**src/hw/comp_defs.svh**
```systemverilog
`ifndef COMP_DEFS_SVH
`define COMP_DEFS_SVH

// bus widths
`define COMP_DATA_W      32
`define COMP_ADDR_W      16
`define COMP_SEL_W       3

// ram covers 0x0000..0x0fff
`define COMP_MEM_WORDS   4096

// io map, word addresses
`define COMP_PORTO_BASE  16'hff00   // ports a..d at offsets 0..3
`define COMP_PORTJ_ADDR  16'hff10
`define COMP_PORTI_ADDR  16'hff20
`define COMP_TMR_BASE    16'hff30

// timer register offsets
`define COMP_TMR_CTRL    0   // bit 0 en, bit 1 irq en, bit 31 reach flag
`define COMP_TMR_PSC     1
`define COMP_TMR_ARR     2
`define COMP_TMR_CTR     3

`endif

```
**src/hw/comp_pkg.sv**
```systemverilog
`default_nettype none

`include "comp_defs.svh"

package comp_pkg;

   // one bus word
   typedef logic [`COMP_DATA_W-1:0] word_t;

   // word address on the cpu bus
   typedef logic [`COMP_ADDR_W-1:0] addr_t;

   // which device answers a pending read
   typedef logic [`COMP_SEL_W-1:0] sel_t;

   localparam sel_t SEL_NONE  = 3'd0;
   localparam sel_t SEL_RAM   = 3'd1;
   localparam sel_t SEL_PORTO = 3'd2;
   localparam sel_t SEL_PORTJ = 3'd3;
   localparam sel_t SEL_PORTI = 3'd4;
   localparam sel_t SEL_TIMER = 3'd5;

endpackage

`default_nettype wire

```
**src/hw/mbus_if.sv**
```systemverilog
`default_nettype none

// decoder to device bus, one instance per device
interface mbus_if
   import comp_pkg::*;
();

   logic  cs;     // address in device range, strobe cycle only
   logic  wen;    // already qualified by cs
   logic  ren;    // already qualified by cs
   addr_t addr;   // only the low bits the device decodes
   word_t wdata;
   word_t rdata;  // registered in the device

   modport host (
      output cs,
      output wen,
      output ren,
      output addr,
      output wdata,
      input  rdata
   );

   modport dev (
      input  cs,
      input  wen,
      input  ren,
      input  addr,
      input  wdata,
      output rdata
   );

endinterface

`default_nettype wire

```
**src/hw/timer.sv**
```systemverilog
`default_nettype none

`include "comp_defs.svh"

module timer
   import comp_pkg::*;
(
   input  wire  clk,
   input  wire  reset,
   mbus_if.dev  bus,
   output logic irq
);

   localparam logic [1:0] OFF_CTRL = 2'(`COMP_TMR_CTRL);
   localparam logic [1:0] OFF_PSC  = 2'(`COMP_TMR_PSC);
   localparam logic [1:0] OFF_ARR  = 2'(`COMP_TMR_ARR);
   localparam logic [1:0] OFF_CTR  = 2'(`COMP_TMR_CTR);

   logic       en;        // counting enabled
   logic       ie;        // interrupt enable
   logic       flag;      // sticky reach flag
   word_t      psc;
   word_t      arr;
   word_t      ctr;
   word_t      psc_cnt;
   logic [1:0] off;
   logic       wr;
   logic       ctr_wr;
   logic       arr_wr;
   logic       flag_clr;
   logic       tick;

   assign off      = bus.addr[1:0];
   assign wr       = bus.cs & bus.wen;
   assign ctr_wr   = wr && (off == OFF_CTR);
   assign arr_wr   = wr && (off == OFF_ARR);
   assign flag_clr = wr && (off == OFF_CTRL) && bus.wdata[31];   // write 1 to clear

   // one counter step every psc+1 clocks
   assign tick = en && (psc_cnt >= psc);

   always_ff @(posedge clk) begin
      if (reset) begin
         en  <= 1'b0;
         ie  <= 1'b0;
         psc <= '0;
         arr <= '0;
      end else if (wr) begin
         case (off)
            OFF_CTRL: begin
               en <= bus.wdata[0];
               ie <= bus.wdata[1];
            end
            OFF_PSC: psc <= bus.wdata;
            OFF_ARR: arr <= bus.wdata;
            default: ;   // counter handled below
         endcase
      end
   end

   always_ff @(posedge clk) begin
      if (reset || !en) begin
         psc_cnt <= '0;
      end else if (tick) begin
         psc_cnt <= '0;
      end else begin
         psc_cnt <= psc_cnt + 1'b1;
      end
   end

   // reload also pulls a counter that sits above arr back to zero
   always_ff @(posedge clk) begin
      if (reset) begin
         ctr  <= '0;
         flag <= 1'b0;
      end else begin
         if (flag_clr) flag <= 1'b0;
         if (ctr_wr) begin
            ctr <= bus.wdata;
         end else if (tick) begin
            if (ctr >= arr) begin
               ctr  <= '0;
               flag <= 1'b1;   // a reach in the same cycle wins over the clear
            end else begin
               ctr <= ctr + 1'b1;
            end
         end
      end
   end

   always_ff @(posedge clk) begin
      if (reset) begin
         irq <= 1'b0;
      end else begin
         irq <= flag & ie;
      end
   end

   always_ff @(posedge clk) begin
      if (bus.cs && bus.ren) begin
         case (off)
            OFF_CTRL: bus.rdata <= {flag, 29'd0, ie, en};
            OFF_PSC:  bus.rdata <= psc;
            OFF_ARR:  bus.rdata <= arr;
            default:  bus.rdata <= ctr;
         endcase
      end
   end

   // only a register write can leave the counter above arr
   a_ctr_le_arr: assert property (@(posedge clk) disable iff (reset)
      $rose(ctr > arr) |-> $past(ctr_wr || arr_wr));

endmodule

`default_nettype wire

```
**src/flat_wrapper.sv**
```systemverilog
// flat-port wrapper written by rule: the top's interface ports become plain ports
module timer_flat import comp_pkg::*;
  (clk, reset, irq, bus_cs, bus_wen, bus_ren, bus_addr, bus_wdata, bus_rdata);
  mbus_if bus_i ();
  input  wire clk;
  input  wire reset;
  output logic irq;
  input wire logic [$bits(bus_i.cs)-1:0] bus_cs;
  input wire logic [$bits(bus_i.wen)-1:0] bus_wen;
  input wire logic [$bits(bus_i.ren)-1:0] bus_ren;
  input wire logic [$bits(bus_i.addr)-1:0] bus_addr;
  input wire logic [$bits(bus_i.wdata)-1:0] bus_wdata;
  output wire logic [$bits(bus_i.rdata)-1:0] bus_rdata;
  assign bus_i.cs = bus_cs;
  assign bus_i.wen = bus_wen;
  assign bus_i.ren = bus_ren;
  assign bus_i.addr = bus_addr;
  assign bus_i.wdata = bus_wdata;
  assign bus_rdata = bus_i.rdata;
  timer u_core (.clk(clk), .reset(reset), .bus(bus_i), .irq(irq));
endmodule
```
**config.mk**
```make
export PLATFORM = sky130hd
export DESIGN_NAME = timer_flat
export DESIGN_NICKNAME = d
export VERILOG_FILES = /design/src/hw/comp_pkg.sv /design/src/hw/mbus_if.sv /design/src/hw/timer.sv /design/src/flat_wrapper.sv
export VERILOG_INCLUDE_DIRS = /design/src /design/src/hw
export SDC_FILE = /design/constraint.sdc
export NUM_CORES = 1
export LEC_CHECK = 0
export BUFFER_PORTS_ARGS = -buffer_cell sky130_fd_sc_hd__buf_2
export CAP_MARGIN = 20
export CORE_MARGIN = 5
export CORE_UTILIZATION = 30
export DETAILED_ROUTE_END_ITERATION = 8
export PLACE_DENSITY_LB_ADDON = 0.05
export SLEW_MARGIN = 20
export SYNTH_ARGS = -nofsm -noshare
export SYNTH_HDL_FRONTEND = slang
export SYNTH_SLANG_ARGS = --single-unit
```
**constraint.sdc**
```tcl
create_clock -name clk -period 7.47 [get_ports clk]
set_input_delay 0.747 -clock clk [delete_from_list [all_inputs] [get_ports clk]]
set_output_delay 0.747 -clock clk [all_outputs]
set_load 0.02 [all_outputs]
```
# Yosys cells after proc, flatten, opt, wreduce, memory -nomap -nowiden
# Index checks and enable logic that the tools add are counted.
[totals]
regBits = 164
in_bits = 53
output_inout_bits = 33
word_cells = 39
[classes]
addsub = 2
order_cmp = 2
eq_ne = 3
mux = 8
n_bitwise = 2
n_reduce_logical = 13
[ops]
columns = ["operator", "count"]
rows = [
  ["2-to-1 mux 32 bit", 3],
  ["case mux 32 bit (3 select lines)", 1],
  ["adder 32 x 1 -> 32 bit (second input constant)", 2],
  [">= comparator 32 bit", 2],
  ["AND reduction 2 bit", 3],
  ["logical AND 1 bit", 5],
  ["== test 2 bit (second input constant)", 2],
  ["2-to-1 mux 1 bit", 4],
  ["bitwise AND 1 bit", 2],
  ["== test 2 x 1 -> 1 bit (second input constant)", 1],
  ["zero test 2 bit", 1],
  ["nonzero test 2 bit", 1],
  ["OR reduction 2 bit", 1],
  ["zero test 1 bit", 1],
  ["logical OR 1 bit", 1],
]

# Depth between registers and ports, before layout
[logic_depth]
depth_word = 7
depth_mapped = 11
depth_no_buf = 9

# Least setup slack after synthesis
# No wires, ideal clock.
[synth_path]
path_type = "flip-flop to flip-flop"
from = "register u_core.psc_cnt[0]"
to = "register u_core.psc_cnt[24]"
setup_ns = 0.062
arrival_ns = 2.359
required_ns = 7.408
setup_slack_ns = 5.049
stages_incl_launch_ff = 12
path_buffers = 2
synth_period_minus_slack_ns = 2.421
cell_sequence = "dfxtp_1 -> inv_1 -> ha_1 -> nand2b_4 -> a2111oi_4 -> o211ai_1 -> a211oi_2 -> nor2_1 -> or4_1 -> buf_6 -> buf_12 -> nor2_2"
[synth_between]
elab_chain_cells = 3
elab_cells_between_ends = 4
cone_classes = "add/sub: 1; order compare: 1; reduce/logical: 2"
[synth_rtl]
columns = ["item", "line_no", "text"]
rows = [
  ["start: declaration", "timer.sv:25", "word_t psc_cnt;"],
  ["start signal: assignment", "timer.sv:67", "psc_cnt <= psc_cnt + 1'b1;"],
  [">= comparator 32 bit", "timer.sv:40", "assign tick = en && (psc_cnt >= psc);"],
  ["logical AND 1 bit", "timer.sv:40", ""],
  ["OR reduction 2 bit (no source line)", "n/a", ""],
]
# Several ways; a longest one is shown, not always the timed one.
# A chain may end at the register's enable or synchronous reset.

# Worst setup path in the final report
[layout_path]
from = "register u_core.arr[31]"
to = "register u_core.flag"
[layout_between]
elab_chain_cells = 4
[layout_rtl]
columns = ["item", "line_no", "text"]
rows = [
  ["start: declaration", "timer.sv:23", "word_t arr;"],
  ["start signal: assignment", "timer.sv:55", "OFF_ARR: arr <= bus.wdata;"],
  [">= comparator 32 bit", "timer.sv:81", "if (ctr >= arr) begin"],
  ["2-to-1 mux 1 bit", "timer.sv:81", ""],
  ["2-to-1 mux 1 bit", "timer.sv:80", "end else if (tick) begin"],
  ["2-to-1 mux 1 bit", "timer.sv:78", "if (ctr_wr) begin"],
  ["end signal: assignment", "timer.sv:75", "flag <= 1'b0;"],
  ["end signal: assignment", "timer.sv:77", "if (flag_clr) flag <= 1'b0;"],
  ["end signal: assignment", "timer.sv:83", "flag <= 1'b1;"],
  ["end: declaration", "timer.sv:21", "logic flag;"],
]
# Every way passes these cells.

==> flow_summary.toml <==
[worst_setup_path]
critPathSlowestCell = "nor4_1"
critical_path_required_ns = 7.83
worstSetupStartpointType = "register"
worstPathArrival_ns = 4.00
path_max_fanout = 34
crit_chain = "inv_1 > ha_1 > nand2_1 > nor4_1 > o221ai_1 > o2111ai_2 > buf_4 > nor2_2 > buf_4 > or3_1 > a21oi_1"
end_kind = "register"
slowest_delay_ns = 0.58
critical_path_class = "register to register"
cp_common_cell = "buf_4"
path_buf_inv = 3
cp_top_family = "simple AND/OR/NAND/NOR gates"

[grt]
antenna_found_initial = 1
track_usage = 0.184
grt_pass1_vias = 7763
gr-total-overflow = 0
grt_max_degree = 67
grt_pass1_wl_mm = 47.9

[sta]
final_hold_viol_count = 0
worstMarginPinSlew_ns = 1.15
finalWorstSetupSlack_ns = 3.83
tns_ns = 0
period_needed_ns = 3.64
slew_headroom = 0.234
fin_crit_sh = 0.488
finalSetupViolCount = 0
max_freq_mhz = 274
rsz0062_at_grt = "no"
fin_skew_ns = 0.0123
final_max_slew_viol_count = 0

[yosys]
ys_types = 62
yosysSeqAreaShare = 0.396
synth_edf_count = 32
ys_ff_latch = 164
syn_area_per_cell_um2 = 8.18
synth_ff_type = "dfxtp_1"
synthCells = 1111
synth_nets = 1230
synthArstFlopShare = 0
syn_area_mm2 = 0.00909
synth_warnings = 0

[cells_and_area]
utilization = 0.347
nNetsFinal = 1269
nFillCells = 3196
layout-drive-gt1-share = 0.129
area_delta_synth_final_pct = 13.9
num_antenna_cells = 0

[pwr]
clockPowerShare = 0.425
p_per_area_mw_per_mm2 = 205
switching_share = 0.292
switchingPower_uw = 619
power_leakage_uw = 0.00361
p_total_uw = 2120
internal-power_uw = 1500
p_comb_frac = 0.132
pwr-share-seq = 0.443
peakVddDrop_mv = 0.130

[placement]
gp_congestion = 0.752
post-place-ws_ns = 3.86
port-buffer-count = 71
dp_hpwl_mm = 20.6

[clocking]
cts_inserted_buffers = 17
clock_latency_ns = 0.43
cts_root_buf = "clkbuf_16"
cts.path.max_buffers = 2
ctsHoldBuffers = 0
cts_tree = "built"
cts_resized = 0
htree_levels = 4
post-cts-setup-buffers = 0
cts.reportedPaths.clkPinSlew_ns = 0.07
cts_num_sinks = 164

[route]
met2WireLength_mm = 13.8
drtAntennaViolNets = 0
route.met3.wl_um = 914
first_iter_violations = 502
top_layer = "met4"
dr.pass1.iters = 5
vias_per_cell = 5.14
met1Wirelength_mm = 15.7
wl_mm = 30.9
vias = 7990
drc_errors = 0
detail_route.wl_per_cell_um = 19.9

[die]
initial_core_util = 0.305
die_w_um = 184
io_pins = 86
die_h_um = 184
die_area_mm2 = 0.0339
coreArea_mm2 = 0.0298
rows = 63

[status]
outcome = "completed"

[job]
maxCapViolCount = 0

[worst_hold_path]
hp-class = "register to register"
==> power groups by stage <==
stage | logic [uW] | registers [uW] | clock network [uW]
after CTS | 282 | 940 | 928
final | 280 | 940 | 902
after global routing | 306 | 943 | 970
after global placement | 282 | 960 | 0
after floorplan | 165 | 964 | 0
after detailed placement | 281 | 960 | 0
==> Yosys cell counts, types with 4 or more instances <==
cell,number,share of area
nand2_1,205,0.085
dfxtp_1,132,0.29
nand3_1,45,0.025
a21oi_1,91,0.050
ha_1,66,0.091
nand4b_1,10,0.0096
nand4_1,19,0.013
o21a_1,8,0.0066
edfxtp_1,32,0.11
a22o_1,29,0.028
o21ai_0,65,0.036
xnor2_1,16,0.015
buf_2,6,0.0033
nor3_1,24,0.013
nor4_1,4,0.0028
and3_1,11,0.0076
inv_1,74,0.031
clkbuf_1,49,0.020
a311oi_1,29,0.028
a211oi_1,6,0.0050
nor3b_1,12,0.0099
and4_1,4,0.0039
and2_1,4,0.0028
nor2_1,88,0.036
xor2_1,15,0.014
nor2_2,12,0.0083
==> worst min-delay path: cells and delay by family, from the launching register on <==
family	cells	cell delay, ns
simple gates	1	0.05
flops	1	0.31
compound gates	1	0.05
==> cell usage in the layout, fill, tap and decap left out, types with 3 or more instances in the layout <==
cell type / count
a2111oi_0: 3
a211oi_1: 6
a21o_1: 3
a21oi_1: 91
a22o_1: 29
a311oi_1: 29
and2_1: 3
and3_1: 11
and4_1: 4
buf_2: 70
buf_4: 14
clkbuf_16: 17
clkinv_2: 3
clkinvlp_4: 3
dfxtp_1: 132
edfxtp_1: 32
ha_1: 66
inv_1: 74
inv_6: 5
mux4_2: 3
nand2_1: 204
nand3_1: 45
nand4_1: 19
nand4b_1: 10
nor2_1: 88
nor2_2: 12
nor3_1: 24
nor3b_1: 12
nor4_1: 4
o21a_1: 7
o21ai_0: 65
or3_1: 3
xnor2_1: 16
xor2_1: 15
==> worst paths after layout <==
| kind | cells after the start | end | slack [ns] | start |
|---|---|---|---|---|
| hold reg to reg | 2 | u_core.psc[7]$_SDFFE_PP0P_ | 0.46 | u_core.psc[7]$_SDFFE_PP0P_ |
| setup reg to reg | 11 | u_core.flag$_SDFF_PP0_ | 3.83 | u_core.arr[31]$_SDFFE_PP0P_ |
| setup / recovery | 11 | u_core.flag$_SDFF_PP0_ | 3.83 | u_core.arr[31]$_SDFFE_PP0P_ |
| hold / removal | 2 | u_core.psc[7]$_SDFFE_PP0P_ | 0.46 | u_core.psc[7]$_SDFFE_PP0P_ |
==> metal layers <==
layer,global-route usage,vias up
li1,-,3965
met1,0.265,3853
met2,0.292,145
met3,0.0245,27
met4,0.0444,0
met5,0,-
==> final cells by class <==
type | instances | area, um^2 | share of cell area
Sequential cell | 164 | 3600 | 0.348
Tap cell | 390 | 488 | 0.0471
Multi-Input combinational cell | 809 | 4950 | 0.478
Clock inverter | 15 | 154 | 0.0149
Clock buffer | 17 | 425 | 0.0411
Timing Repair Buffer | 84 | 455 | 0.0440
Inverter | 74 | 278 | 0.0268
==> registers in the layout, indices dropped and copies added (netlist names) <==
signal,flops
u_core.psc_cnt,32
u_core.ie,1
u_core.flag,1
u_core.ctr,32
u_core.irq,1
u_core.en,1
u_core.arr,32
u_core.psc,32
u_core.bus.rdata,32
==> metrics by stage <==
stage	std cells	cell area, um^2	hold WS, ns
after floorplan	1111	9090	0.419
after global placement	1521	9770	0.441
after detailed placement	1521	9770	0.447
after CTS	1553	10400	0.456
after global routing	1553	10400	0.468
final	1553	10400	0.455
==> cell families after synthesis <==
logic type               Yosys count  share of synthesized area
AND/OR/NAND/NOR                  457                      0.236
AO/OA/AOI/OAI                    250                      0.175
flip-flops                       164                      0.396
buffers and inverters            138                     0.0624
adder cells (fa/ha/maj)           66                     0.0909
XOR/XNOR                          31                     0.0299
multiplexers                       5                    0.00964
(Power assumes the default switching activity.)
