[src/hw/comp_defs.svh]
`ifndef COMP_DEFS_SVH
`define COMP_DEFS_SVH

// bus widths
`define COMP_DATA_W      32
`define COMP_ADDR_W      16
`define COMP_SEL_W       3

// ram covers 0x0000..0x0fff
`define COMP_MEM_WORDS   4096

// io map, word addresses
`define COMP_PORTO_BASE  16'hff00   // ports a..d at offsets 0..3
`define COMP_PORTJ_ADDR  16'hff10
`define COMP_PORTI_ADDR  16'hff20
`define COMP_TMR_BASE    16'hff30

// timer register offsets
`define COMP_TMR_CTRL    0   // bit 0 en, bit 1 irq en, bit 31 reach flag
`define COMP_TMR_PSC     1
`define COMP_TMR_ARR     2
`define COMP_TMR_CTR     3

`endif

[src/hw/comp_pkg.sv]
`default_nettype none

`include "comp_defs.svh"

package comp_pkg;

   // one bus word
   typedef logic [`COMP_DATA_W-1:0] word_t;

   // word address on the cpu bus
   typedef logic [`COMP_ADDR_W-1:0] addr_t;

   // which device answers a pending read
   typedef logic [`COMP_SEL_W-1:0] sel_t;

   localparam sel_t SEL_NONE  = 3'd0;
   localparam sel_t SEL_RAM   = 3'd1;
   localparam sel_t SEL_PORTO = 3'd2;
   localparam sel_t SEL_PORTJ = 3'd3;
   localparam sel_t SEL_PORTI = 3'd4;
   localparam sel_t SEL_TIMER = 3'd5;

endpackage

`default_nettype wire

[src/hw/mbus_if.sv]
`default_nettype none

// decoder to device bus, one instance per device
interface mbus_if
   import comp_pkg::*;
();

   logic  cs;     // address in device range, strobe cycle only
   logic  wen;    // already qualified by cs
   logic  ren;    // already qualified by cs
   addr_t addr;   // only the low bits the device decodes
   word_t wdata;
   word_t rdata;  // registered in the device

   modport host (
      output cs,
      output wen,
      output ren,
      output addr,
      output wdata,
      input  rdata
   );

   modport dev (
      input  cs,
      input  wen,
      input  ren,
      input  addr,
      input  wdata,
      output rdata
   );

endinterface

`default_nettype wire

[src/hw/gpio_in.sv]
`default_nettype none

module gpio_in
   import comp_pkg::*;
(
   input  wire  clk,
   input  wire  reset,
   mbus_if.dev  bus,
   input  wire word_t pins
);

   word_t sync1;   // may go metastable
   word_t sync2;

   // pins are asynchronous to clk
   always_ff @(posedge clk) begin
      if (reset) begin
         sync1 <= '0;
         sync2 <= '0;
      end else begin
         sync1 <= pins;
         sync2 <= sync1;
      end
   end

   // read only port, bus writes fall through
   always_ff @(posedge clk) begin
      if (bus.cs && bus.ren) begin
         bus.rdata <= sync2;
      end
   end

endmodule

`default_nettype wire

[src/flat_wrapper.sv]
// flat-port wrapper written by rule: the top's interface ports become plain ports
module gpio_in_flat import comp_pkg::*;
  (clk, reset, pins, bus_cs, bus_wen, bus_ren, bus_addr, bus_wdata, bus_rdata);
  mbus_if bus_i ();
  input  wire clk;
  input  wire reset;
  input  wire word_t pins;
  input wire logic [$bits(bus_i.cs)-1:0] bus_cs;
  input wire logic [$bits(bus_i.wen)-1:0] bus_wen;
  input wire logic [$bits(bus_i.ren)-1:0] bus_ren;
  input wire logic [$bits(bus_i.addr)-1:0] bus_addr;
  input wire logic [$bits(bus_i.wdata)-1:0] bus_wdata;
  output wire logic [$bits(bus_i.rdata)-1:0] bus_rdata;
  assign bus_i.cs = bus_cs;
  assign bus_i.wen = bus_wen;
  assign bus_i.ren = bus_ren;
  assign bus_i.addr = bus_addr;
  assign bus_i.wdata = bus_wdata;
  assign bus_rdata = bus_i.rdata;
  gpio_in u_core (.clk(clk), .reset(reset), .bus(bus_i), .pins(pins));
endmodule
[config.mk]
export PLATFORM = sky130hd
export DESIGN_NAME = gpio_in_flat
export DESIGN_NICKNAME = d
export VERILOG_FILES = /design/src/hw/comp_pkg.sv /design/src/hw/mbus_if.sv /design/src/hw/gpio_in.sv /design/src/flat_wrapper.sv
export VERILOG_INCLUDE_DIRS = /design/src /design/src/hw
export SDC_FILE = /design/constraint.sdc
export NUM_CORES = 1
export LEC_CHECK = 0
export ABC_AREA = 1
export ABC_CLOCK_PERIOD_IN_PS = 3350
export BUFFER_PORTS_ARGS = -buffer_cell sky130_fd_sc_hd__buf_2
export CORE_MARGIN = 4
export CORE_UTILIZATION = 40
export CTS_CLUSTER_DIAMETER = 80
export DETAILED_ROUTE_END_ITERATION = 8
export PLACE_DENSITY = 0.73
export SLEW_MARGIN = 30
export SYNTH_ARGS = -nofsm -noshare
export SYNTH_HDL_FRONTEND = slang
export SYNTH_SLANG_ARGS = --single-unit
[constraint.sdc]
create_clock -name clk -period 3.35 [get_ports clk]
set_input_delay 0.1675 -clock clk [delete_from_list [all_inputs] [get_ports clk]]
set_output_delay 0.1675 -clock clk [all_outputs]
set_load 0.01 [all_outputs]
After elaboration in Yosys (flattened, before gate mapping)
Index checks and enable logic that the tools add are counted.
Operators by class
  reductions and logical operators: 1
Operators with widths (number)
  $logic_and A1 B1 Y1: 1
Word-level totals
  register bits: 96
  word-level logic and storage cells: 4
  output and inout bits: 32
  bits of input ports: 85

Longest topological paths before layout
Gate-level depths: netlist of run 1.
  depth in word-level cells: 1
  depth in mapped cells: 3
  mapped depth without buffers: 2

Worst setup path before layout of run 1
OpenSTA, ideal clock, no wires.
  path type: input-to-reg
  start: input bus_cs
  end: register u_core.bus.rdata[0] (enable)
  library setup time: 0.387 ns
  data arrival time: 0.839 ns
  cell stages on the path: 2
  buffers on the path: 0
  data required time: 2.963 ns
  path slack: 2.124 ns
  cells stage by stage: nand2_1 inv_1
On the way
  longest elaborated chain between the ends: 1
Ends and longest elaborated chain
  start: declaration: RTL line flat_wrapper.sv:8  | input wire logic [$bits(bus_i.cs)-1:0] bus_cs;
  $logic_and A1 B1 Y1: RTL line gpio_in.sv:28  | if (bus.cs && bus.ren) begin
  end signal: assignment: RTL line gpio_in.sv:29  | bus.rdata <= sync2;
  end: declaration: RTL line mbus_if.sv:30  | output rdata
Every way passes these cells.
A chain may end at the register's enable or synchronous reset.

Worst setup path after layout of run 1
  start: register u_core.bus.rdata[20]
  end: output bus_rdata[20]
RTL lines
  end: declaration: RTL line flat_wrapper.sv:13  | output wire logic [$bits(bus_i.rdata)-1:0] bus_rdata;
No word-level cell between the ends.

==> results of run 1 <==
-- kinds of logic (layout without fill, tap and decap cells) --
family	after synthesis	in the layout	share of synthesized area
buffers and inverters	72	164	0.115
flip-flops	96	96	0.798
AND/OR/NAND/NOR	65	65	0.0869
-- worst min-delay path, cell delays in order --
cell    delay (ns)
buf_2         0.08
inv_1         0.03
nor2_1        0.06
-- cell type report --
cell class	instances	area share
multi-input combinational	65	0.0683
tap	96	0.0336
inverter	65	0.0683
clock buffer	9	0.0347
timing repair buffer	83	0.139
sequential	96	0.628
clock inverter	7	0.0284
-- synthesized netlist by cell type, drive strengths merged --
library cell and number:
inv 65, dfxtp 64, nor2 64, edfxtp 32, buf 7, nand2 1
-- metal layers --
layer  share of wire  track usage  up-vias
li1                -            -      837
met1            0.42        0.109      658
met2            0.49        0.172       43
met3           0.073       0.0591        8
met4           0.023       0.0520        0
met5               0            0        -
-- power groups by stage --
stage,Sequential [mW],Combinational (mW),Clock [mW]
6_report,1.26,0.104,0.823
5_1_grt,1.27,0.119,0.902
4_1_cts,1.26,0.104,0.851
3_5_place_dp,1.29,0.0921,0
3_3_place_gp,1.29,0.0901,0
2_1_floorplan,1.30,0.0484,0
-- worst paths after layout --
| kind | start | to | slack [ns] | cells after the start |
|---|---|---|---|---|
| worst max-delay path | u_core.bus.rdata[20]$_DFFE_PP_ | bus_rdata[20] | 2.30 | 1 |
| worst min register to register | u_core.sync1[14]$_SDFF_PP0_ | u_core.sync2[14]$_SDFF_PP0_ | 0.41 | 2 |
| worst max register to register | u_core.sync2[23]$_SDFF_PP0_ | u_core.bus.rdata[23]$_DFFE_PP_ | 2.79 | 0 |
| worst min-delay path | pins[7] | u_core.sync1[7]$_SDFF_PP0_ | 0.02 | 3 |
-- registers in the layout, indices dropped and copies added (netlist names) --
register,cells
u_core.sync2,32
u_core.bus.rdata,32
u_core.sync1,32
==> results.json, run 1 <==
{
  "setup_ws_ns": 2.30,
  "holdCritPathClass": "primary input to register",
  "cp_max_fo": 1,
  "ios": 117,
  "via_count": 1546,
  "utilization": 0.526,
  "path_cells": "buf_2",
  "cp-start-kind": "register",
  "relSlewSlack": 0.596,
  "switchingPower_mw": 0.460,
  "cap_violations": 0,
  "insertion_delay_ns": 0.35,
  "final-hold-violation-count": 0,
  "die_y_um": 91.8,
  "slowest_delay_ns": 0.39,
  "holdBufCountCts": 13,
  "p_clk_frac": 0.376,
  "cts.repair.resized": 0,
  "routabilityCongestion": 0.686,
  "drt-pass1-iter-count": 4,
  "fin_skew_ns": 0.00698,
  "post_drt_wl_per_cell_um": 9.75,
  "cp-end-kind": "primary output",
  "layout.area.seq_um2": 2240,
  "die-area_um2": 8430,
  "rsz0062_at_grt": "no",
  "ys_top_cells_by_area": "dfxtp_1, edfxtp_1, inv_1",
  "fin_area_um2": 3570,
  "ys_warn_count": 0,
  "antenna_left": 0,
  "drc_errors": 0,
  "peakVddDrop_uv": 277,
  "crit_buf_inv": 1,
  "syn_nets": 318,
  "finalPower_mw": 2.19,
  "pwr-share-comb": 0.047,
  "layout_commonest_cell": "buf_2",
  "multi_input_area_um2": 244,
  "core-area_um2": 6790,
  "grt_pass1_wl_um": 6740,
  "cts_setup_buffers": 0,
  "synth_area_um2": 2810,
  "grt_usage": 0.105,
  "grt_pass1_vias": 1507,
  "postSynthCellCount": 233,
  "via_per_inst": 3.67,
  "initial_core_util": 0.413,
  "worstMarginPinSlew_ns": 0.606,
  "stdcell_count": 421,
  "grt-ovfl-total": 0,
  "fillers": 586,
  "yosysUniqueCellTypes": 6,
  "cts-root-buf": "clkbuf_8",
  "fin_tns_setup_ns": 0,
  "cp_top_family": "flip-flops",
  "place_inst": 390,
  "ys_seq_area_frac": 0.798,
  "p_leak_nw": 1.70,
  "p_int_mw": 1.73,
  "hold-worst-slack_ns": 0.0189,
  "synthToLayoutAreaGrowth_pct": 27.1,
  "htree_levels": 3,
  "power_frac_seq": 0.577,
  "most-common-layout-cells": "buf_2, inv_1, nor2_1, dfxtp_1, edfxtp_1",
  "cts_sinks": 96,
  "cp.required_ns": 3.18,
  "hpwl_um": 2590,
  "finalSetupViolations": 0,
  "drt_wl_total_um": 4100,
  "cts.path.max_buffers": 2,
  "fmax_ghz": 0.954,
  "cts_tree": "done",
  "outcome": "complete, no violations",
  "die_w_um": 91.8,
  "synth-seq-cells": 96,
  "grt_max_degree": 65,
  "place_ws_ns": 2.27,
  "maxSlewViolCount": 0,
  "drive_gt1_frac": 0.258,
  "critical_path_class": "register to primary output",
  "syn_avg_cell_area_um2": 12.1,
  "cts-buffers-inserted": 9,
  "fin_nets": 405,
  "clk_pin_slew_ns": 0.09,
  "period_share": 0.313,
  "drt-initial-drc-count": 51,
  "cp_slowest_cell": "edfxtp_1",
  "p_sw_frac": 0.210,
  "min_period_ns": 1.05,
  "synth_top_area_share": 0.456,
  "yosysTopAreaCell": "dfxtp_1",
  "place_area_um2": 3200,
  "n_antenna_cell": 0,
  "portBuffers": 67,
  "antenna_found_initial": 0,
  "core.rowCount": 30,
  "worstPathArrival_ns": 0.88,
  "pwr_density_cell_nw_per_um2": 614
}
Note: power is estimated with default switching activity, not from simulation.
==> inputs of run 2 (changes only) <==
--- a/config.mk
+++ b/config.mk
@@ -7,13 +7,13 @@
 export NUM_CORES = 1
 export LEC_CHECK = 0
 export ABC_AREA = 1
-export ABC_CLOCK_PERIOD_IN_PS = 3350
+export ABC_CLOCK_PERIOD_IN_PS = 900
 export BUFFER_PORTS_ARGS = -buffer_cell sky130_fd_sc_hd__buf_2
 export CORE_MARGIN = 4
 export CORE_UTILIZATION = 40
 export CTS_CLUSTER_DIAMETER = 80
 export DETAILED_ROUTE_END_ITERATION = 8
-export PLACE_DENSITY = 0.73
+export PLACE_DENSITY = 0.75
 export SLEW_MARGIN = 30
 export SYNTH_ARGS = -nofsm -noshare
 export SYNTH_HDL_FRONTEND = slang
==> constraint.sdc (replaced) <==
create_clock -name clk -period 0.9 [get_ports clk]
set_input_delay 0.045 -clock clk [delete_from_list [all_inputs] [get_ports clk]]
set_output_delay 0.045 -clock clk [all_outputs]
set_load 0.01 [all_outputs]
==> run 2 against run 1 <==
  * The flow now finishes with violations (negative setup slack)
  * First-iteration DRC count fell by 41%
  * Global-route usage rose by 0.96 points
  * Sequential share of layout area fell by 3.6 points
  * Register-to-register slack got worse by 2.4 ns
  * Via count rose by 4.5%
  * Clock power rose to 3.2 times the previous value
  * Setup slack got worse by 2.3 ns
==> results.json, run 2 (synthesized netlist as in run 1, its figures left out) <==
{
  "outcome": "finished, violations left",
  "violations": "negative setup slack",
  "worstMarginPinSlew_ns": 0.261,
  "cap_violations": 0,
  "relSlewSlack": 0.826,
  "cp-start-kind": "register",
  "portBuffers": 67,
  "peakVddDrop_uv": 692,
  "cts-root-buf": "clkbuf_8",
  "most-common-layout-cells": "buf_2, inv_1, nor2_1, dfxtp_1",
  "drt_wl_total_um": 4420,
  "dr_wl_met2_um": 2320,
  "rrSetupSlack_ns": 0.35,
  "path_cells": "buf_2",
  "drive_gt1_frac": 0.258,
  "insertion_delay_ns": 0.35,
  "setup_ws_ns": -0.0373,
  "stdcell_count": 441,
  "place_area_um2": 3270,
  "pwr_density_cell_nw_per_um2": 2070,
  "die_y_um": 91.8,
  "die_w_um": 91.8,
  "synthToLayoutAreaGrowth_pct": 34.9,
  "rsz0062_at_grt": "yes",
  "cp.required_ns": 0.85,
  "final-hold-violation-count": 0,
  "cp-end-kind": "primary output",
  "cts-buffers-inserted": 9,
  "cp_slowest_cell": "edfxtp_1",
  "fillers": 575,
  "drt-met1-wl_um": 1760,
  "cp_top_family": "flip-flops",
  "cts.path.max_buffers": 2,
  "drc_errors": 0,
  "antenna_found_initial": 0,
  "cts_tree": "done",
  "cts.repair.resized": 0,
  "routabilityCongestion": 0.701,
  "cts_setup_buffers": 0,
  "via_count": 1615,
  "fin_nets": 425,
  "ios": 117,
  "holdCritPathClass": "primary input to register",
  "p_leak_nw": 1.77,
  "via_per_inst": 3.66,
  "maxSlewViolCount": 0,
  "core.rowCount": 30,
  "endpoint": "bus_rdata[20]",
  "post_drt_wl_per_cell_um": 10.0,
  "fmax_ghz": 1.07,
  "cp_num_cells": 1,
  "cts_sinks": 96,
  "finalSetupViolations": 16,
  "top_regs": "u_core.bus.rdata (32), u_core.sync1 (32), u_core.sync2 (32)",
  "cp-startpoint": "u_core.bus.rdata[20]$_DFFE_PP_",
  "antenna_left": 0,
  "worstPathArrival_ns": 0.89,
  "layout.area.seq_um2": 2240,
  "clk_pin_slew_ns": 0.09,
  "layout_commonest_cell": "buf_2",
  "core-area_um2": 6790,
  "cp_max_fo": 1,
  "wl_met3_um": 240,
  "crit_buf_inv": 1,
  "fin_area_um2": 3790,
  "reg2reg_depth": 0,
  "htree_levels": 3,
  "slowest_delay_ns": 0.39,
  "r2r-start": "u_core.sync2[6]$_SDFF_PP0_",
  "hpwl_um": 2710,
  "initial_core_util": 0.413,
  "grt_pass1_wl_um": 7330,
  "drt-pass1-iter-count": 4,
  "critical_path_class": "register to primary output",
  "place_inst": 393,
  "grt-ovfl-total": 0,
  "multi_input_area_um2": 260,
  "n_antenna_cell": 0,
  "drt-initial-drc-count": 30,
  "finalPower_mw": 7.86,
  "die-area_um2": 8430,
  "top_layer": "met4",
  "grt_max_degree": 65,
  "grt_usage": 0.115,
  "min_period_ns": 0.937,
  "fin_skew_ns": 0.00903,
  "grt_pass1_vias": 1615,
  "timing.rr.end": "u_core.bus.rdata[6]$_DFFE_PP_",
  "period_share": 1.04
}
## run 2: cell types whose count changed in the layout (fill, tap and decap cells not counted), moves of 2 or more
| cell | previous run | this run |
|---|---|---|
| dlygate4sd3_1 | 15 | 32 |
| buf_12 | 0 | 3 |
| clkinv_4 | 0 | 2 |
| clkinvlp_4 | 1 | 3 |
| inv_6 | 2 | 0 |
## run 2: cell type report
class                           instances  area share
Sequential cell                        96       0.592
Inverter                               65      0.0654
Clock inverter                          7      0.0191
Tap cell                               96      0.0317
Timing Repair Buffer                  103       0.191
Clock buffer                            9      0.0327
Multi-Input combinational cell         65      0.0687
## run 2: timing repair
action / 4_1_cts / 5_1_grt
endpoints found under the setup margin: 30 / 32
endpoints found under the hold margin: 32 / 0
hold buffers: 32 / 0
## run 2: power by group
group          leakage (nW)  total [mW]  switching, mW  internal [mW]
logic                 0.834       0.485          0.227          0.258
clock network        0.0952        2.67           1.39           1.28
registers             0.845        4.71         0.0452           4.66
## run 2: per-stage QoR
step / util / hold slack (ns) / TNS (ns) / setup slack, ns
floorplan: - / 0.152 / 0 / 0.000255
global placement: 0.482 / 0.246 / 0 / 0.0717
detailed placement: 0.482 / 0.253 / 0 / 0.0746
CTS: 0.558 / 0.146 / -0.747 / -0.0559
global route: 0.558 / 0.148 / -1.78 / -0.0963
finish: 0.558 / 0.154 / -0.252 / -0.0373
## run 2: per-layer routing
metal / track usage / up-vias
met1: 0.122 / 684
li1: - / 879
met2: 0.199 / 42
met3: 0.0345 / 10
met5: 0 / -
met4: 0.0705 / 0
## run 2: worst min path at each step
| stage | slack [ns] | cells past startpoint | start | end |
|---|---|---|---|---|
| after floorplan | 0.15 | 2 | pins[0] | u_core.sync1[0]$_SDFF_PP0_ |
| after CTS | 0.15 | 3 | reset | u_core.sync2[0]$_SDFF_PP0_ |
| after global routing | 0.15 | 3 | reset | u_core.sync2[24]$_SDFF_PP0_ |
| after detailed placement | 0.25 | 3 | pins[25] | u_core.sync1[25]$_SDFF_PP0_ |
| after global placement | 0.25 | 3 | pins[24] | u_core.sync1[24]$_SDFF_PP0_ |
| final | 0.15 | 3 | reset | u_core.sync1[25]$_SDFF_PP0_ |
