<file path="src/hw/comp_defs.svh">
`ifndef COMP_DEFS_SVH
`define COMP_DEFS_SVH

// bus widths
`define COMP_DATA_W      32
`define COMP_ADDR_W      16
`define COMP_SEL_W       3

// ram covers 0x0000..0x0fff
`define COMP_MEM_WORDS   4096

// io map, word addresses
`define COMP_PORTO_BASE  16'hff00   // ports a..d at offsets 0..3
`define COMP_PORTJ_ADDR  16'hff10
`define COMP_PORTI_ADDR  16'hff20
`define COMP_TMR_BASE    16'hff30

// timer register offsets
`define COMP_TMR_CTRL    0   // bit 0 en, bit 1 irq en, bit 31 reach flag
`define COMP_TMR_PSC     1
`define COMP_TMR_ARR     2
`define COMP_TMR_CTR     3

`endif

</file>
<file path="src/hw/comp_pkg.sv">
`default_nettype none

`include "comp_defs.svh"

package comp_pkg;

   // one bus word
   typedef logic [`COMP_DATA_W-1:0] word_t;

   // word address on the cpu bus
   typedef logic [`COMP_ADDR_W-1:0] addr_t;

   // which device answers a pending read
   typedef logic [`COMP_SEL_W-1:0] sel_t;

   localparam sel_t SEL_NONE  = 3'd0;
   localparam sel_t SEL_RAM   = 3'd1;
   localparam sel_t SEL_PORTO = 3'd2;
   localparam sel_t SEL_PORTJ = 3'd3;
   localparam sel_t SEL_PORTI = 3'd4;
   localparam sel_t SEL_TIMER = 3'd5;

endpackage

`default_nettype wire

</file>
<file path="src/hw/mbus_if.sv">
`default_nettype none

// decoder to device bus, one instance per device
interface mbus_if
   import comp_pkg::*;
();

   logic  cs;     // address in device range, strobe cycle only
   logic  wen;    // already qualified by cs
   logic  ren;    // already qualified by cs
   addr_t addr;   // only the low bits the device decodes
   word_t wdata;
   word_t rdata;  // registered in the device

   modport host (
      output cs,
      output wen,
      output ren,
      output addr,
      output wdata,
      input  rdata
   );

   modport dev (
      input  cs,
      input  wen,
      input  ren,
      input  addr,
      input  wdata,
      output rdata
   );

endinterface

`default_nettype wire

</file>
<file path="src/hw/gpio_out4.sv">
`default_nettype none

module gpio_out4
   import comp_pkg::*;
(
   input  wire   clk,
   input  wire   reset,
   mbus_if.dev   bus,
   output word_t porta,
   output word_t portb,
   output word_t portc,
   output word_t portd
);

   word_t      regs [4];   // a, b, c, d
   logic [1:0] off;

   assign off = bus.addr[1:0];

   always_ff @(posedge clk) begin
      if (reset) begin
         regs[0] <= '0;
         regs[1] <= '0;
         regs[2] <= '0;
         regs[3] <= '0;
      end else if (bus.cs && bus.wen) begin
         regs[off] <= bus.wdata;
      end
   end

   // readback of the latched value
   always_ff @(posedge clk) begin
      if (bus.cs && bus.ren) begin
         bus.rdata <= regs[off];
      end
   end

   assign porta = regs[0];
   assign portb = regs[1];
   assign portc = regs[2];
   assign portd = regs[3];

endmodule

`default_nettype wire

</file>
<file path="src/flat_wrapper.sv">
// flat-port wrapper written by rule: the top's interface ports become plain ports
module gpio_out4_flat import comp_pkg::*;
  (clk, reset, porta, portb, portc, portd, bus_cs, bus_wen, bus_ren, bus_addr, bus_wdata, bus_rdata);
  mbus_if bus_i ();
  input  wire clk;
  input  wire reset;
  output word_t porta;
  output word_t portb;
  output word_t portc;
  output word_t portd;
  input wire logic [$bits(bus_i.cs)-1:0] bus_cs;
  input wire logic [$bits(bus_i.wen)-1:0] bus_wen;
  input wire logic [$bits(bus_i.ren)-1:0] bus_ren;
  input wire logic [$bits(bus_i.addr)-1:0] bus_addr;
  input wire logic [$bits(bus_i.wdata)-1:0] bus_wdata;
  output wire logic [$bits(bus_i.rdata)-1:0] bus_rdata;
  assign bus_i.cs = bus_cs;
  assign bus_i.wen = bus_wen;
  assign bus_i.ren = bus_ren;
  assign bus_i.addr = bus_addr;
  assign bus_i.wdata = bus_wdata;
  assign bus_rdata = bus_i.rdata;
  gpio_out4 u_core (.clk(clk), .reset(reset), .bus(bus_i), .porta(porta), .portb(portb), .portc(portc), .portd(portd));
endmodule
</file>
<file path="config.mk">
export PLATFORM = sky130hd
export DESIGN_NAME = gpio_out4_flat
export DESIGN_NICKNAME = d
export VERILOG_FILES = /design/src/hw/comp_pkg.sv /design/src/hw/mbus_if.sv /design/src/hw/gpio_out4.sv /design/src/flat_wrapper.sv
export VERILOG_INCLUDE_DIRS = /design/src /design/src/hw
export SDC_FILE = /design/constraint.sdc
export NUM_CORES = 1
export LEC_CHECK = 0
export ABC_AREA = 1
export BUFFER_PORTS_ARGS = -buffer_cell sky130_fd_sc_hd__buf_2
export CORE_MARGIN = 4
export CORE_UTILIZATION = 47
export DETAILED_ROUTE_END_ITERATION = 10
export GPL_TIMING_DRIVEN = 1
export HOLD_SLACK_MARGIN = 0.08
export PLACE_DENSITY = 0.8
export SLEW_MARGIN = 15
export SYNTH_ARGS = -nofsm -noshare
export SYNTH_HDL_FRONTEND = slang
export SYNTH_SLANG_ARGS = --single-unit
</file>
<file path="constraint.sdc">
create_clock -name clk -period 4.61 [get_ports clk]
set_input_delay 1.383 -clock clk [delete_from_list [all_inputs] [get_ports clk]]
set_output_delay 1.383 -clock clk [all_outputs]
set_load 0.01 [all_outputs]
</file>
# Word level (Yosys, flattened, before mapping)
# Memories as Yosys holds them, arrays and structs flattened. A register that Yosys moved wholly into a read port is not among the register bits.
# Index checks and enable logic that the tools add are counted.
[classes]
n_mux = 8
n_reduce_logical = 3
[op_table]
columns = ["operator", "count"]
rows = [
  ["32-bit two-way mux", 1],
  ["32-bit OR reduction", 1],
  ["1-bit two-way mux", 6],
  ["1-bit logical AND", 2],
  ["2-bit two-way mux", 1],
]
[word_totals]
ff_bits = 0
mem_bits_rw = 128
inputBits = 53
out_inout_bits = 160
n_memories = 1
[memory_table]
columns = ["memory", "words", "width", "rd", "rd_clocked_by_memory_dff", "write_ports", "line", "rtl"]
rows = [
  ["u_core.regs", 4, 32, 5, 1, 4, "gpio_out4.sv:15", "word_t regs [4];"],
]

# Longest topological paths before layout
# Gate-level depths: netlist (run 1).
[depth]
word_depth = 6
ltp_mapped = 7
depth_no_buf = 5

# Least setup slack after synthesis (run 1)
# OpenSTA, ideal clock, no wires.
[synth_timing]
kind = "input-to-reg"
startpoint = "input port bus_addr[0]"
endpoint = "memory u_core.regs[2][0] (netlist bit) (enable)"
setup_ns = 0.466
t_arrival_ns = 4.014
slack_ns = 0.130
cell_stages = 4
path_buffers = 1
cell_sequence = "buf_4 -> inv_4 -> nand2_2 -> o21ai_0"
[synth_rtl]
columns = ["element", "line", "rtl"]
rows = [
  ["from (decl)", "flat_wrapper.sv:14", "input wire logic [$bits(bus_i.addr)-1:0] bus_addr;"],
  ["to (decl)", "gpio_out4.sv:15", ""],
]

==> results by group, run 1 <==
STA
  • RSZ-0062 raised after global routing: no
  • Worst slew margin: 33.36%
  • Hold Vio Cnt, Final: 0
  • Minimum clock period: 3.180 ns
  • Final Cycle Share: 68.97%
  • Worst slew pin tran: 0.9996 ns
  • Slew Viols, Final: 0
  • Clock Skews: 0.007654 ns
  • Final setup viols: 0
  • Worst setup margin: 1.430 ns
  • Setup_tns: 0 ns
  • Fmax: 314.5 MHz

Worst setup path
  • Critical path, cell by cell: buf_2 -> inv_4 -> buf_4 -> nand3_4 -> nand2_2
  • CP required: 4.55 ns
  • Critical path type: in2reg
  • Worst Setup End Kind: register
  • CP max FO: 35
  • Slowest CP cell: buf_2
  • Slowest stage delay, CP: 0.66 ns
  • CP Buf/Inv Count: 3
  • Startpoint types: input pin
  • Crit path max-delay family: buffers and inverters
  • Arrival @ worst endpoint: 3.12 ns

Placement
  • DP Cell Count: 985
  • Setup slack at placement: 0.9869 ns
  • RD Place Congestion: 0.7830
  • Port Buffer Count: 198
  • Post-DP HPWL: 11,630 µm

Global routing
  • First-pass GRT wire length: 27,810 µm
  • GRT Overall Usage: 22.17%
  • Initial antenna violation count: 0
  • Largest net degree at the start of global routing: 65
  • Number of global-route vias before repair: 5,172
  • Gr ovfl total: 0

Synthesis
  • Syn_nets: 678
  • Post-synthesis sequential area ratio: 68.78%
  • FFs w/ async S/R, synth: 0%
  • Synth top area share: 68.78%
  • Register bit total from synthesis: 160
  • Mapped Area: 0.006985 mm²
  • Largest area contributor in the netlist: edfxtp_1
  • Unique cell type count in the Yosys netlist: 17
  • Mapped Cells: 625
  • Most frequent cell after synthesis: edfxtp_1
  • Synth cell count leaders: edfxtp_1, nand2_1, inv_1
  • EDFF count, synth: 160
  • Yosys warns: 0
  • Top_reg_cell synth: edfxtp_1
  • Synth top area cells: edfxtp_1, nand2_1, inv_1
  • Mapped Avg Cell Area: 11.18 µm²

Layout
  • Fill cells: 1,211
  • Register area: 0.004805 mm²
  • Area of the multi-input gates: 0.001609 mm²
  • Final Util: 59.06%
  • Fin nets: 873
  • N_diodes: 0
  • Layout cells sized above 1: 33.13%
  • Area growth syn-to-layout: 22.87%
  • Fin cells: 1,014

Power
  • Max VDD drop: 0.0002254 V
  • Psw: 820.5 µW
  • Power Dens Cells: 385.8 mW/mm²
  • Leak Pwr: 0.003840 µW
  • Clk pwr share: 36.1%
  • Part of the power in combinational logic: 10.9%
  • Reg power frac: 53.0%
  • Cell internal pwr: 2491 µW
  • Net Sw Frac: 24.78%

CTS
  • Num CTS Buffers: 17
  • Worst-path clk slew: 0.06 ns
  • Postcts setup bufs: 0
  • H-tree depth: 4
  • CTS tree: built
  • Root Buffer: clkbuf_16
  • Maximum clock path buffer count: 2
  • Worst-Skew Late Latency: 0.42 ns
  • Cts hold-fix bufs: 0
  • Clock Sinks: 160
  • Post-CTS resize count: 0

Floorplan
  • Die area: 0.01688 mm²
  • Io pins: 213
  • Rows: 44
  • Die Height: 129.9 µm
  • CORE AREA: 0.01453 mm²
  • Die width: 129.9 µm
  • Initial Util: 48.06%

Route
  • Routed len/inst: 18.17 µm
  • Iter 0 DRT Violations: 327
  • Vias post-DR: 5,130
  • ANT nets after route: 0
  • Routed wire length: 18,430 µm
  • # DRC: 0
  • Vias/cell: 5.059
  • DR pass1 iterations: 5

Run status
  • Status: complete, no violations

Hold path
  • HP Class: reg2reg

Run
  • Max-cap viol count: 0
==> routing by layer <==
layer  up-vias  global-route usage, %  wire (µm)
met2       234                  36.28       8849
met4         0                  8.007        278
met3        26                  7.614       1737
met1      2455                  27.58       7561
met5         -                      0          0
li1       2415                      -          -
==> area by class of cell <==
cell class              count  share of cell area [%]
clock buffers              19                   5.044
clock inverters            10                  0.5831
inverters                 102                   4.490
multi-input cells         332                   18.75
flip-flops and latches    160                   55.98
well taps                 184                   2.682
repair buffers            207                   12.48
==> final timing paths <==
kind	from	endpoint	slack (ns)	cells past startpoint
setup / recovery	bus_addr[0]	u_core.regs[0][1]	1.43	5
hold / removal	u_core.regs[2][3]	u_core.bus.rdata[3]	0.56	2
setup reg to reg	u_core.regs[1][30]	u_core.bus.rdata[30]	3.61	4
hold reg to reg	u_core.regs[2][3]	u_core.bus.rdata[3]	0.56	2
==> registers in the layout, summed over array words and instances, names as in the netlist <==
name,cells
u_core.bus.rdata,32
u_core.regs,128
==> logic make-up (layout without fill, tap and decap cells) <==
group / Yosys count / in the layout / share of synthesized area, %
buffers and inverters: 133 / 338 / 8.580
and+or+nand+nor: 330 / 330 / 22.50
DFF: 160 / 160 / 68.78
AOI/OAI and AO/OA: 2 / 2 / 0.1433
==> per-stage QoR <==
stage	total power [µW]	hold slack [ns]	instance area, µm²
2_1_floorplan	1974	0.6039	6985
4_1_cts	3325	0.5571	8583
3_5_place_dp	2148	0.5442	8100
5_1_grt	3440	0.5763	8583
3_3_place_gp	2138	0.5394	8100
6_report	3311	0.5554	8583
==> power by group through the flow <==
stage / Sequential [µW] / Clock [µW] / Combinational [µW]
global placement: 1780 / 0 / 357
finish: 1750 / 1200 / 361
CTS: 1750 / 1200 / 366
floorplan: 1830 / 0 / 145
detailed placement: 1780 / 0 / 365
global route: 1760 / 1280 / 397
==> layout by cell type (no fill, tap or decap), types with 3 or more instances in the layout <==
cell / instances
nor3_2: 30
clkinv_2: 4
inv_1: 96
clkbuf_16: 17
inv_2: 4
nand2_1: 130
clkinv_1: 5
nor2_1: 96
nand3_1: 64
nand3_4: 3
nand2_2: 4
edfxtp_1: 160
buf_4: 8
buf_2: 198
==> tightest hold or removal path: cells and delay by family, from the launching register on <==
kind,cells,cell delay (ns)
AND/OR/NAND/NOR,2,0.11
flip-flops,1,0.33
(Power assumes the default switching activity.)
==> run 2: changes to the inputs <==
- CORE_UTILIZATION: 47 -> 51
- PLACE_DENSITY: 0.8 -> 0.82
- clock period: 4.61 -> 3.3 ns (I/O delays scaled with it)
==> run 2 against run 1 <==
  * Utilization up 6.9 points
  * Register-to-register slack worse by 1.3 ns
  * Largest cell class unchanged
  * Critical path depth up 2
  * Global-route usage up 1.3 points
  * Via count up 1.1%
  * First-iteration DRC count up 18%
  * Count of clock-buffer cells in the layout down 1
  * Clock power up 73%
  * Worst setup slack worse by 0.49 ns
  * Power up 52%
  * Die area down 7.4%
==> results by group, run 2 (synthesized netlist as in run 1, its figures left out) <==
Floorplan
  • Rows: 42 (was 44)
  • Die width: 125.0 µm (was 129.9 µm)
  • Die area: 0.01563 mm² (was 0.01688 mm²)
  • CORE AREA: 0.01335 mm² (was 0.01453 mm²)
  • Die Height: 125.0 µm (was 129.9 µm)
  • Initial Util: 52.33% (was 48.06%)
  • Io pins: 213 (unchanged)

Hold path
  • HP Class: reg2reg (unchanged)
  • Hold path cells: 2 (unchanged)
  • Hold-critical path endpoint: u_core.bus.rdata[31] (was u_core.bus.rdata[3])
  • Hold Crit Start: u_core.regs[2][31] (was u_core.regs[2][3])

STA
  • Final setup viols: 0 (unchanged)
  • Worst hold margin: 0.5569 ns (was 0.5554 ns)
  • Final Cycle Share: 71.43%
  • Hold Vio Cnt, Final: 0 (unchanged)
  • Clock Skews: 0.007165 ns (was 0.007654 ns)
  • RSZ-0062 raised after global routing: no (unchanged)
  • Slew Viols, Final: 0 (unchanged)
  • Worst slew pin tran: 0.7376 ns (was 0.9996 ns)
  • Setup_tns: 0 ns (unchanged)
  • Fmax: 424.2 MHz
  • Worst slew margin: 50.76% (was 33.36%)
  • Minimum clock period: 2.357 ns

CTS
  • Worst-Skew Late Latency: 0.42 ns (about the same)
  • Num CTS Buffers: 17 (unchanged)
  • Maximum clock path buffer count: 2 (unchanged)
  • H-tree depth: 4 (unchanged)
  • Worst-path clk slew: 0.06 ns (about the same)
  • Post-CTS resize count: 0 (unchanged)
  • Clock Sinks: 160 (unchanged)
  • Postcts setup bufs: 0 (unchanged)
  • Root Buffer: clkbuf_16 (unchanged)
  • CTS tree: built (unchanged)
  • Cts hold-fix bufs: 0 (unchanged)

Worst setup path
  • Reg-to-Reg End: u_core.bus.rdata[20] (was u_core.bus.rdata[30])
  • R2R setup slack: 2.32 ns (was 3.61 ns)
  • CP max FO: 32 (was 35)
  • Worst Setup End Kind: register (unchanged)
  • Slowest CP cell: inv_2 (was buf_2)
  • Arrival @ worst endpoint: 2.63 ns (was 3.12 ns)
  • Critical path, cell by cell: buf_2 -> inv_4 -> nand2_2 -> buf_4 -> inv_2 -> nand2_1 -> nand3_1 (was buf_2 -> inv_4 -> buf_4 -> nand3_4 -> nand2_2)
  • Worst R2R Start: u_core.regs[1][20] (was u_core.regs[1][30])
  • Critical path type: in2reg (unchanged)
  • CP required: 3.58 ns (was 4.55 ns)
  • Startpoint types: input pin (unchanged)
  • Slowest stage delay, CP: 0.57 ns (was 0.66 ns)
  • Cells on worst reg2reg path: 4 (unchanged)

Power
  • Leak Pwr: 0.003956 µW (was 0.003840 µW)
  • Power Dens Cells: 573.7 mW/mm² (was 385.8 mW/mm²)
  • Max VDD drop: 0.0004543 V (was 0.0002254 V)

Layout
  • Fin cells: 1,014 (unchanged)
  • Biggest regs: u_core.regs (128), u_core.bus.rdata (32) (unchanged)
  • Max reg flops: 128 (unchanged)
  • Commonest cells after routing, fill and taps aside: buf_2, edfxtp_1, nand2_1 (unchanged)
  • Register name with the most flops: u_core.regs (unchanged)
  • N_diodes: 0 (unchanged)
  • Fin nets: 880 (was 873)
  • Layout cells sized above 1: 34.01% (was 33.13%)
  • Area growth syn-to-layout: 25.99% (was 22.87%)
  • Commonest non-fill, non-tap cell in the layout: buf_2 (unchanged)

Global routing
  • Number of global-route vias before repair: 5,212 (was 5,172)
  • Largest net degree at the start of global routing: 33 (was 65)
  • First-pass GRT wire length: 28,140 µm (was 27,810 µm)
  • GRT Overall Usage: 23.49% (was 22.17%)
  • Initial antenna violation count: 1 (was 0)
  • Gr ovfl total: 0 (unchanged)

Run status
  • Status: complete, no violations (unchanged)

Placement
  • Port Buffer Count: 198 (unchanged)
  • DP Cell Count: 984 (was 985)
  • Post-DP HPWL: 11,710 µm (was 11,630 µm)
  • RD Place Congestion: 0.8246 (was 0.7830)

Route
  • Routed wire length: 18,320 µm (was 18,430 µm)
  • ANT nets after route: 0 (unchanged)
  • Vias post-DR: 5,186 (was 5,130)
  • Iter 0 DRT Violations: 386 (was 327)
  • DR pass1 iterations: 5 (unchanged)
  • Vias/cell: 5.114 (was 5.059)
  • Routed len/inst: 18.07 µm (was 18.17 µm)
  • # DRC: 0 (unchanged)

Run
  • Max-cap viol count: 0 (unchanged)
## run 2: how the worst max path moves through the flow
stage,startpoint,end,slack (ns),depth (start not counted)
floorplan,bus_addr[0],u_core.regs[2][0],0.08,4
global placement,bus_addr[0],u_core.bus.rdata[24],0.58,7
detailed placement,bus_addr[0],u_core.bus.rdata[13],0.51,7
CTS,bus_addr[0],u_core.bus.rdata[14],0.94,7
global route,bus_addr[0],u_core.bus.rdata[2],0.84,7
finish,bus_addr[0],u_core.bus.rdata[13],0.94,7
## run 2: final cells by class
| type | instances | area (µm²) |
|---|---|---|
| Fill cell | 1017 | 4547 |
| Clock inverter | 12 | 191.4 |
| Clock buffer | 18 | 429.2 |
| Sequential cell | 160 | 4805 |
| Timing Repair Buffer | 214 | 1161 |
| Tap cell | 176 | 220.2 |
| Inverter | 102 | 385.4 |
| Multi-Input combinational cell | 332 | 1609 |
## run 2: per-layer routing
metal | GRT usage [%] | routed length [µm] | part of all wire (%) | up-vias
met4 | 9.247 | 470 | 2.6 | 2
met2 | 39.61 | 9152 | 50 | 262
met3 | 8.145 | 1932 | 11 | 38
met5 | 0 | 7 | 0.038 | -
met1 | 27.75 | 6758 | 37 | 2456
li1 | - | - | - | 2428
## run 2: critical path: cells and delay by family
kind                   cells  cell delay [ns]
buffers and inverters      4             1.19
AND/OR/NAND/NOR            3             0.43
## run 2: through the flow
step	cell area, µm²	worst slack [ns]	total power, µW	util [%]
finish	8801	0.9427	5049	65.94
floorplan	6985	0.08070	2757	-
CTS	8801	0.9435	5073	65.94
detailed placement	8180	0.5098	3010	61.29
global placement	8180	0.5788	2992	61.29
global route	8801	0.8402	5232	65.94
## run 2: where the power goes
group,switching [µW],internal (µW)
Clock,756,1330
Sequential,62.6,2380
Combinational,346,173
Total,1170,3880
